--- src/common/ebusPkg.sv ---
`default_nettype none

// Bus-level definitions shared by the requester, the devices and the multiplexer
package ebusPkg;

  // EBUS words count bit 0 as the most significant bit, as on the KL10
  localparam int ebusWidth = 36;

  typedef logic [0:ebusWidth-1] ebusWord_t;

  // The four I/O functions an outside requester can put on the bus
  typedef enum logic [1:0] {
    funcConi,
    funcCono,
    funcDatai,
    funcDatao
  } ebusFunc_t;

  // Seven-bit device code carried with every command
  typedef logic [6:0] devCode_t;

  // CONI and DATAI make the addressed device drive the bus
  function automatic logic isRead(input ebusFunc_t func);
    return (func == funcConi) || (func == funcDatai);
  endfunction

endpackage

`default_nettype wire

--- src/common/devicePkg.sv ---
`default_nettype none

// Definitions shared by the APR, PI and MTR devices
package devicePkg;

  // Level 0 means no level, 1 is the highest priority and 7 the lowest
  typedef logic [2:0] piLevel_t;

  // Bit i of a mask stands for level i+1
  typedef logic [6:0] piMask_t;

  // APR condition word, each field named by its least significant bit
  localparam int aprPiLevelLsb = 35;
  localparam int aprFlagLsb    = 26;
  localparam int aprEnableLsb  = 20;
  localparam int aprClearBit   = 22;

  // PI word, levels 1 to 7 sit in bits 29 to 35 and pending levels in 21 to 27
  localparam int piEnableLsb  = 35;
  localparam int piSysOnBit   = 28;
  localparam int piClearBit   = 27;
  localparam int piPendingLsb = 27;

  // MTR condition word and the interval field used by DATAO and DATAI
  localparam int mtrPiLevelLsb    = 35;
  localparam int mtrEnableBit     = 32;
  localparam int mtrDoneBit       = 31;
  localparam int mtrIntervalLsb   = 35;
  localparam int mtrIntervalWidth = 18;

  typedef enum logic [1:0] {
    mtrIdle,
    mtrCounting,
    mtrDone
  } mtrState_t;

  // One-hot request for an assigned level, empty when no level is assigned
  function automatic piMask_t levelMask(input piLevel_t level);
    piMask_t mask;
    mask = '0;
    if (level != '0) begin
      mask[level - 1'b1] = 1'b1;
    end
    return mask;
  endfunction

endpackage

`default_nettype wire

--- src/logic/ebusMux.sv ---
`timescale 1ns/1ps
`default_nettype none

module ebusMux (
  input  wire                 clk,
  input  wire                 reset,
  input  wire                 cmdStrobe,
  input  wire ebusPkg::ebusFunc_t cmdFunc,
  input  wire                 aprDriving,
  input  wire ebusPkg::ebusWord_t aprData,
  input  wire                 piDriving,
  input  wire ebusPkg::ebusWord_t piData,
  input  wire                 mtrDriving,
  input  wire ebusPkg::ebusWord_t mtrData,
  output ebusPkg::ebusWord_t  ebusData,
  output logic                respStrobe,
  output logic                busConflict
);

  import ebusPkg::*;

  // Fixed priority APR, then PI, then MTR; an idle bus reads as zero
  always_comb begin
    if (aprDriving) begin
      ebusData = aprData;
    end else if (piDriving) begin
      ebusData = piData;
    end else if (mtrDriving) begin
      ebusData = mtrData;
    end else begin
      ebusData = '0;
    end
  end

  // Any pair of drivers at once is a conflict
  assign busConflict = (aprDriving && piDriving) ||
                       (aprDriving && mtrDriving) ||
                       (piDriving && mtrDriving);

  // Every read gets its response one cycle later, even if no device answers
  always_ff @(posedge clk) begin
    if (reset) begin
      respStrobe <= 1'b0;
    end else begin
      respStrobe <= cmdStrobe && isRead(cmdFunc);
    end
  end

  conflictCheck: assert property (@(posedge clk) disable iff (reset) !busConflict)
    else $error("EBUS conflict: apr=%0b pi=%0b mtr=%0b", aprDriving, piDriving, mtrDriving);

  // A device only drives in the response cycle of a read
  driveInRespCycle: assert property (@(posedge clk) disable iff (reset)
    (aprDriving || piDriving || mtrDriving) |-> respStrobe)
    else $error("Device drives the EBUS outside a response cycle");

endmodule

`default_nettype wire

--- src/apr/aprDevice.sv ---
`timescale 1ns/1ps
`default_nettype none

module aprDevice #(
  parameter ebusPkg::devCode_t aprCode = 7'd0
) (
  input  wire                     clk,
  input  wire                     reset,
  input  wire                     cmdStrobe,
  input  wire ebusPkg::ebusFunc_t cmdFunc,
  input  wire ebusPkg::devCode_t  cmdDev,
  input  wire ebusPkg::ebusWord_t cmdData,
  input  wire                     sbusErr,
  input  wire                     nxmErr,
  input  wire                     parErr,
  output logic                    driving,
  output ebusPkg::ebusWord_t      driveData,
  output devicePkg::piMask_t      intRequest
);

  import ebusPkg::*;
  import devicePkg::*;

  logic       selected;
  logic       conoHit;
  logic       readHit;
  // Flag and enable fields are ordered sbus, nxm, parity from bit 2 down
  logic [2:0] flags;
  logic [2:0] enables;
  logic [2:0] errPulse;
  logic [2:0] clearMask;
  piLevel_t   level;
  ebusWord_t  condWord;

  assign selected = cmdStrobe && (cmdDev == aprCode);
  assign conoHit  = selected && (cmdFunc == funcCono);
  assign readHit  = selected && isRead(cmdFunc);
  assign errPulse = {sbusErr, nxmErr, parErr};

  // CONO with the clear bit clears exactly the flags written as one
  assign clearMask = (conoHit && cmdData[aprClearBit]) ? cmdData[aprFlagLsb-2 +: 3] : 3'b000;

  always_ff @(posedge clk) begin
    if (reset) begin
      flags   <= '0;
      enables <= '0;
      level   <= '0;
    end else begin
      // An error on the same edge as a clear still sets its flag
      flags <= (flags & ~clearMask) | errPulse;
      if (conoHit) begin
        enables <= cmdData[aprEnableLsb-2 +: 3];
        level   <= cmdData[aprPiLevelLsb-2 +: 3];
      end
    end
  end

  always_comb begin
    condWord = '0;
    condWord[aprEnableLsb-2 +: 3]  = enables;
    condWord[aprFlagLsb-2 +: 3]    = flags;
    condWord[aprPiLevelLsb-2 +: 3] = level;
  end

  // The APR has no data register, so DATAI returns the condition word too
  always_ff @(posedge clk) begin
    if (reset) begin
      driving <= 1'b0;
    end else begin
      driving <= readHit;
    end
  end

  always_ff @(posedge clk) begin
    if (readHit) begin
      driveData <= condWord;
    end
  end

  assign intRequest = (|(flags & enables)) ? levelMask(level) : '0;

  // A read of the APR drives the bus for a single cycle
  singleDrive: assert property (@(posedge clk) disable iff (reset)
    driving |=> !driving)
    else $error("APR drove the EBUS for two cycles in a row");

endmodule

`default_nettype wire

--- src/pi/piDevice.sv ---
`timescale 1ns/1ps
`default_nettype none

module piDevice #(
  parameter ebusPkg::devCode_t piCode = 7'd1
) (
  input  wire                     clk,
  input  wire                     reset,
  input  wire                     cmdStrobe,
  input  wire ebusPkg::ebusFunc_t cmdFunc,
  input  wire ebusPkg::devCode_t  cmdDev,
  input  wire ebusPkg::ebusWord_t cmdData,
  input  wire devicePkg::piMask_t aprRequest,
  input  wire devicePkg::piMask_t mtrRequest,
  output logic                    driving,
  output ebusPkg::ebusWord_t      driveData,
  output devicePkg::piLevel_t     piActive
);

  import ebusPkg::*;
  import devicePkg::*;

  logic      selected;
  logic      conoHit;
  logic      readHit;
  logic      sysOn;
  piMask_t   enables;
  piMask_t   cmdEnables;
  piMask_t   pending;
  piMask_t   active;
  piLevel_t  nextActive;
  ebusWord_t condWord;

  assign selected = cmdStrobe && (cmdDev == piCode);
  assign conoHit  = selected && (cmdFunc == funcCono);
  assign readHit  = selected && isRead(cmdFunc);

  // Level 1 sits in bit 29 and level 7 in bit 35, so the mask is reversed
  always_comb begin
    for (int i = 0; i < 7; i++) begin
      cmdEnables[i] = cmdData[piEnableLsb - 6 + i];
    end
  end

  assign pending = aprRequest | mtrRequest;
  assign active  = pending & enables & {7{sysOn}};

  // Lowest-numbered level wins, so scan from level 7 up to level 1
  always_comb begin
    nextActive = '0;
    for (int i = 6; i >= 0; i--) begin
      if (active[i]) begin
        nextActive = piLevel_t'(i + 1);
      end
    end
  end

  always_ff @(posedge clk) begin
    if (reset) begin
      enables  <= '0;
      sysOn    <= 1'b0;
      piActive <= '0;
    end else begin
      piActive <= nextActive;
      if (conoHit) begin
        sysOn <= cmdData[piSysOnBit];
        // Written enables add to the current set unless clear-all comes with them
        if (cmdData[piClearBit]) begin
          enables <= cmdEnables;
        end else begin
          enables <= enables | cmdEnables;
        end
      end
    end
  end

  always_comb begin
    condWord = '0;
    condWord[piSysOnBit] = sysOn;
    for (int i = 0; i < 7; i++) begin
      condWord[piEnableLsb - 6 + i]  = enables[i];
      condWord[piPendingLsb - 6 + i] = pending[i];
    end
  end

  always_ff @(posedge clk) begin
    if (reset) begin
      driving <= 1'b0;
    end else begin
      driving <= readHit;
    end
  end

  always_ff @(posedge clk) begin
    if (readHit) begin
      driveData <= condWord;
    end
  end

  // With the system off, the next registered level must be none
  sysOffQuiet: assert property (@(posedge clk) disable iff (reset)
    !sysOn |=> (piActive == '0))
    else $error("PI reports level %0d with the system off", piActive);

endmodule

`default_nettype wire

--- src/mtr/mtrDevice.sv ---
`timescale 1ns/1ps
`default_nettype none

module mtrDevice #(
  parameter ebusPkg::devCode_t mtrCode = 7'd2
) (
  input  wire                     clk,
  input  wire                     reset,
  input  wire                     cmdStrobe,
  input  wire ebusPkg::ebusFunc_t cmdFunc,
  input  wire ebusPkg::devCode_t  cmdDev,
  input  wire ebusPkg::ebusWord_t cmdData,
  output logic                    driving,
  output ebusPkg::ebusWord_t      driveData,
  output devicePkg::piMask_t      intRequest
);

  import ebusPkg::*;
  import devicePkg::*;

  localparam int intervalFirst = mtrIntervalLsb - mtrIntervalWidth + 1;

  logic                        selected;
  logic                        conoHit;
  logic                        dataoHit;
  logic                        readHit;
  logic                        enable;
  logic                        wrap;
  logic [mtrIntervalWidth-1:0] interval;
  logic [mtrIntervalWidth-1:0] counter;
  piLevel_t                    level;
  mtrState_t                   state;
  mtrState_t                   nextState;
  ebusWord_t                   condWord;
  ebusWord_t                   dataWord;

  assign selected = cmdStrobe && (cmdDev == mtrCode);
  assign conoHit  = selected && (cmdFunc == funcCono);
  assign dataoHit = selected && (cmdFunc == funcDatao);
  assign readHit  = selected && isRead(cmdFunc);

  assign wrap = enable && (counter == interval);

  always_comb begin
    nextState = state;
    case (state)
      mtrIdle: begin
        if (conoHit && cmdData[mtrEnableBit]) begin
          nextState = mtrCounting;
        end
      end
      mtrCounting: begin
        if (conoHit && !cmdData[mtrEnableBit]) begin
          nextState = mtrIdle;
        end else if (wrap) begin
          nextState = mtrDone;
        end
      end
      mtrDone: begin
        // Done stays until software writes the done bit as one
        if (conoHit && cmdData[mtrDoneBit]) begin
          nextState = cmdData[mtrEnableBit] ? mtrCounting : mtrIdle;
        end
      end
      default: nextState = mtrIdle;
    endcase
  end

  always_ff @(posedge clk) begin
    if (reset) begin
      state    <= mtrIdle;
      enable   <= 1'b0;
      level    <= '0;
      interval <= '0;
      counter  <= '0;
    end else begin
      state <= nextState;
      if (conoHit) begin
        enable <= cmdData[mtrEnableBit];
        level  <= cmdData[mtrPiLevelLsb-2 +: 3];
      end
      // A new interval restarts the count so it never starts above the limit
      if (dataoHit) begin
        interval <= cmdData[intervalFirst +: mtrIntervalWidth];
        counter  <= '0;
      end else if (wrap) begin
        counter <= '0;
      end else if (enable) begin
        counter <= counter + 1'b1;
      end
    end
  end

  always_comb begin
    condWord = '0;
    condWord[mtrDoneBit]              = (state == mtrDone);
    condWord[mtrEnableBit]            = enable;
    condWord[mtrPiLevelLsb-2 +: 3]    = level;
    dataWord = '0;
    dataWord[intervalFirst +: mtrIntervalWidth] = counter;
  end

  always_ff @(posedge clk) begin
    if (reset) begin
      driving <= 1'b0;
    end else begin
      driving <= readHit;
    end
  end

  always_ff @(posedge clk) begin
    if (readHit) begin
      driveData <= (cmdFunc == funcDatai) ? dataWord : condWord;
    end
  end

  assign intRequest = (state == mtrDone) ? levelMask(level) : '0;

  counterInRange: assert property (@(posedge clk) disable iff (reset) counter <= interval)
    else $error("MTR counter %0d passed interval %0d", counter, interval);

endmodule

`default_nettype wire

--- src/logic/ebusSubsystem.sv ---
`timescale 1ns/1ps
`default_nettype none

module ebusSubsystem #(
  parameter ebusPkg::devCode_t aprCode = 7'd0,
  parameter ebusPkg::devCode_t piCode  = 7'd1,
  parameter ebusPkg::devCode_t mtrCode = 7'd2
) (
  input  wire                     clk,
  input  wire                     reset,
  input  wire                     cmdStrobe,
  input  wire ebusPkg::ebusFunc_t cmdFunc,
  input  wire ebusPkg::devCode_t  cmdDev,
  input  wire ebusPkg::ebusWord_t cmdData,
  input  wire                     sbusErr,
  input  wire                     nxmErr,
  input  wire                     parErr,
  output ebusPkg::ebusWord_t      ebusData,
  output logic                    respStrobe,
  output logic                    busConflict,
  output devicePkg::piLevel_t     piActive
);

  import ebusPkg::*;
  import devicePkg::*;

  logic      aprDriving;
  logic      piDriving;
  logic      mtrDriving;
  ebusWord_t aprData;
  ebusWord_t piData;
  ebusWord_t mtrData;
  piMask_t   aprRequest;
  piMask_t   mtrRequest;

  aprDevice #(.aprCode(aprCode)) i_aprDevice (
    .clk        (clk),
    .reset      (reset),
    .cmdStrobe  (cmdStrobe),
    .cmdFunc    (cmdFunc),
    .cmdDev     (cmdDev),
    .cmdData    (cmdData),
    .sbusErr    (sbusErr),
    .nxmErr     (nxmErr),
    .parErr     (parErr),
    .driving    (aprDriving),
    .driveData  (aprData),
    .intRequest (aprRequest)
  );

  // Interrupt requests from the peers meet in the PI
  piDevice #(.piCode(piCode)) i_piDevice (
    .clk        (clk),
    .reset      (reset),
    .cmdStrobe  (cmdStrobe),
    .cmdFunc    (cmdFunc),
    .cmdDev     (cmdDev),
    .cmdData    (cmdData),
    .aprRequest (aprRequest),
    .mtrRequest (mtrRequest),
    .driving    (piDriving),
    .driveData  (piData),
    .piActive   (piActive)
  );

  mtrDevice #(.mtrCode(mtrCode)) i_mtrDevice (
    .clk        (clk),
    .reset      (reset),
    .cmdStrobe  (cmdStrobe),
    .cmdFunc    (cmdFunc),
    .cmdDev     (cmdDev),
    .cmdData    (cmdData),
    .driving    (mtrDriving),
    .driveData  (mtrData),
    .intRequest (mtrRequest)
  );

  ebusMux i_ebusMux (
    .clk         (clk),
    .reset       (reset),
    .cmdStrobe   (cmdStrobe),
    .cmdFunc     (cmdFunc),
    .aprDriving  (aprDriving),
    .aprData     (aprData),
    .piDriving   (piDriving),
    .piData      (piData),
    .mtrDriving  (mtrDriving),
    .mtrData     (mtrData),
    .ebusData    (ebusData),
    .respStrobe  (respStrobe),
    .busConflict (busConflict)
  );

endmodule

`default_nettype wire

--- config.mk ---
export PLATFORM = sky130hd
export DESIGN_NAME = ebusSubsystem
export DESIGN_NICKNAME = d
export VERILOG_FILES = /design/src/common/ebusPkg.sv /design/src/common/devicePkg.sv /design/src/logic/ebusMux.sv /design/src/apr/aprDevice.sv /design/src/pi/piDevice.sv /design/src/mtr/mtrDevice.sv /design/src/logic/ebusSubsystem.sv
export SDC_FILE = /design/constraint.sdc
export NUM_CORES = 1
export LEC_CHECK = 0
export BUFFER_PORTS_ARGS = -buffer_cell sky130_fd_sc_hd__clkbuf_2
export CAP_MARGIN = 5
export CORE_ASPECT_RATIO = 0.5
export CORE_MARGIN = 5
export CORE_UTILIZATION = 48
export CTS_CLUSTER_DIAMETER = 50
export CTS_CLUSTER_SIZE = 10
export DETAILED_ROUTE_END_ITERATION = 10
export PLACE_DENSITY = 0.81
export SLEW_MARGIN = 10
export SYNTH_ARGS = -nofsm -noshare
export SYNTH_HDL_FRONTEND = slang
export SYNTH_SLANG_ARGS = --single-unit
export TNS_END_PERCENT = 20
--- constraint.sdc ---
create_clock -name clk -period 3.45 [get_ports clk]
set_clock_uncertainty 0.1 [all_clocks]
set_input_delay 0.69 -clock clk [delete_from_list [all_inputs] [get_ports clk]]
set_output_delay 0.69 -clock clk [all_outputs]
set_load 0.03 [all_outputs]
==> results.md <==
- Status: finished, final reports clean
- Clock latency on the worst-skew pair: 340 ps
- Root buf cell: clkbuf_16
- ANT nets after route: 0
- PnR worst setup slack: 636.3 ps
- # diodes: 0
- Clock tree from TritonCTS: done
- RSZ-0062 raised after global routing: no
- Pwr Density: 446.9 nW/µm²
- Clock slew at reported path FFs: 70 ps
- Layout cells sized above 1: 17.28%
- Arr. time, crit path: 2020 ps
- Yosys reg bits: 108
- Row cnt: 26
- Synthesized cell area: 4966 µm²
- Fillers: 856
- Post-CTS Setup Bufs: 0
- # clock sinks: 108
- Synth cell types: 54
- Internal power: 1.981 mW
- Congestion Overflow GR: 0
- Clk network pwr share: 43.8%
- Critical path class: reg2out
- Most frequent cells in the layout: nor2_1, dfxtp_1, clkbuf_2
- Routed vias/inst: 5.313
- Initial Util: 48.93%
- Initial antenna violation count: 0
- Area of the multi-input gates: 2185 µm²
- Top cells by area, synth: dfxtp_1, edfxtp_1, nor2_1, nand2_1, xor2_1
- Sequential fraction of design power: 52.6%
- Achievable Freq: 355.4 MHz
- GP Congestion: 0.9061
- Register area share after synthesis: 52.00%
- Place WS: 580.8 ps
- # resized after CTS: 0
- Combinational fraction of design power: 3.6%
- Wire per inst: 16.39 µm
- Total number of yosys warnings: 0
- Final Instance Area: 5619 µm²
- Final-report hold violation count: 0
- Core area: 10150 µm²
- # port buffers: 55
- Placed cell area: 5294 µm²
- H-Tree Depth: 3
- Full die area: 12600 µm²
- Max-slew headroom: 43.20%
- Peak supply drop: 267.2 µV
- Tmin final: 2814 ps
- DRT Pass-1 Iters: 6
- Total power: 2.511 mW
- Drt drc: 0
- Number of I/O pins: 92
- DIE WIDTH: 153.8 µm
- TritonCTS Buffers: 9
- Critical path capture point type: output port
- Critical-path maximum fanout: 17
- Period utilization: 81.56%
- Layout area overhead: 13.15%
- Pleak: 2.137 nW
- Post-synth EDFFs: 42
- Final setup viols: 0
- Post-synth top area cell: dfxtp_1
- Largest net degree at the start of global routing: 37
- Post-DP HPWL: 8327 µm
- Ys async rst share: 0%
- Max Cap Viol: 0
- Average cell area after synthesis: 10.18 µm²
- Post-CTS Hold Buffers: 0
- Die Span Y: 81.93 µm
- Slew @ Worst Pin: 850.9 ps
- Max-slew violations: 0
- Number of global-route vias before repair: 3410
- Sw power: 0.5298 mW
- Hold Crit Class: reg2reg
- TNS Setup: 0 ps
- Total Routing Usage GR: 18.16%
- Cells after Synth: 488
- WL final: 11210 µm
- Most common cell after layout, fill and taps aside: nor2_1
- Top cell type's share of synthesized area: 26.61%
- Register area: 2582 µm²
- Main synth FF type: dfxtp_1
- CTS Buffer Depth: 2
- Starting DRC count in detailed routing: 467
- CP Launch Type: flip-flop
- Total number of vias: 3634
- Critical Path RT: 2660 ps
- First-pass GRT wire length: 17990 µm
- Nets: 595
- Switching share of total power: 21.10%
cell usage after synthesis (all sizes together) (3+ instances only):
cell    number
nand2       54
o22ai        3
nand3       13
edfxtp      42
nor2        69
nor3         7
nor3b        3
and2        14
dfxtp       66
nand4b       3
a21oi       19
a22oi       21
and3         6
xor2        22
o21ai       13
nand2b       6
ha           5
nand4        7
xnor2       16
or3          4
clkbuf      15
nor2b        7
mux2i       19
nor4         3
inv          9
buf         23
power groups by stage:
stage	Clock, mW	Combinational (mW)	Sequential (mW)
floorplan	0	0.0700	1.35
global placement	0	0.0879	1.35
detailed placement	0	0.0888	1.35
CTS	1.11	0.0888	1.32
global route	1.17	0.0958	1.32
finish	1.10	0.0904	1.32
kinds of logic after synthesis:
family,Yosys count,share of synthesized area [%]
adder cells (fa/ha/maj),6,1.461
AO/OA/AOI/OAI,67,9.524
XOR/XNOR,38,6.702
buffers and inverters,47,5.341
multiplexers,21,4.283
AND/OR/NAND/NOR,200,20.61
flip-flops,108,52.00
other,1,0.07551
routing by layer:
layer  track usage [%]  wire (µm)
met5                 0          0
met2             29.74       5185
met1             24.47       5017
met4             5.198        143
met3             4.211        863
worst max-delay path, cell delays in order, from the launching register on:
cell	delay (ps)
dfxtp_1	370
nor2b_2	640
a22oi_1	220
o21ai_0	210
clkbuf_2	240
flip-flops by register name, indices dropped and copies added (netlist names):
register,count
i_ebusMux.respStrobe,1
i_mtrDevice.enable,1
i_aprDevice.enables,3
i_mtrDevice.counter,18
i_mtrDevice.state,2
i_piDevice.driveData,15
i_piDevice.piActive,3
i_mtrDevice.driveData,18
i_piDevice.sysOn,1
i_mtrDevice.driving,1
i_mtrDevice.interval,18
i_piDevice.enables,7
i_mtrDevice.level,3
i_aprDevice.level,3
i_piDevice.driving,1
i_aprDevice.driveData,9
i_aprDevice.driving,1
i_aprDevice.flags,3
area by class of cell:
cell class | instances | area share, %
Clock buffer | 9 | 4.008
Sequential cell | 108 | 45.96
Timing Repair Buffer | 61 | 5.700
Tap cell | 140 | 3.117
Multi-Input combinational cell | 350 | 38.88
Inverter | 9 | 0.6012
Clock inverter | 7 | 1.737
worst paths after layout:
path,from,end,slack [ps],depth (start not counted)
setup / recovery,i_mtrDevice.driving,ebusData[2],640,4
hold reg to reg,i_aprDevice.level[1],i_aprDevice.driveData[1],370,0
hold / removal,i_aprDevice.level[1],i_aprDevice.driveData[1],370,0
setup reg to reg,i_mtrDevice.level[0],i_piDevice.piActive[0],1240,8
through the flow:
stage	std cells	utilization, %	hold slack, ps
2_1_floorplan	505	-	322.8
3_3_place_gp	668	52.16	342.3
3_5_place_dp	668	52.16	352.8
4_1_cts	684	55.34	370.8
5_1_grt	684	55.36	388.2
6_report	684	55.36	370.8
(Power assumes the default switching activity.)
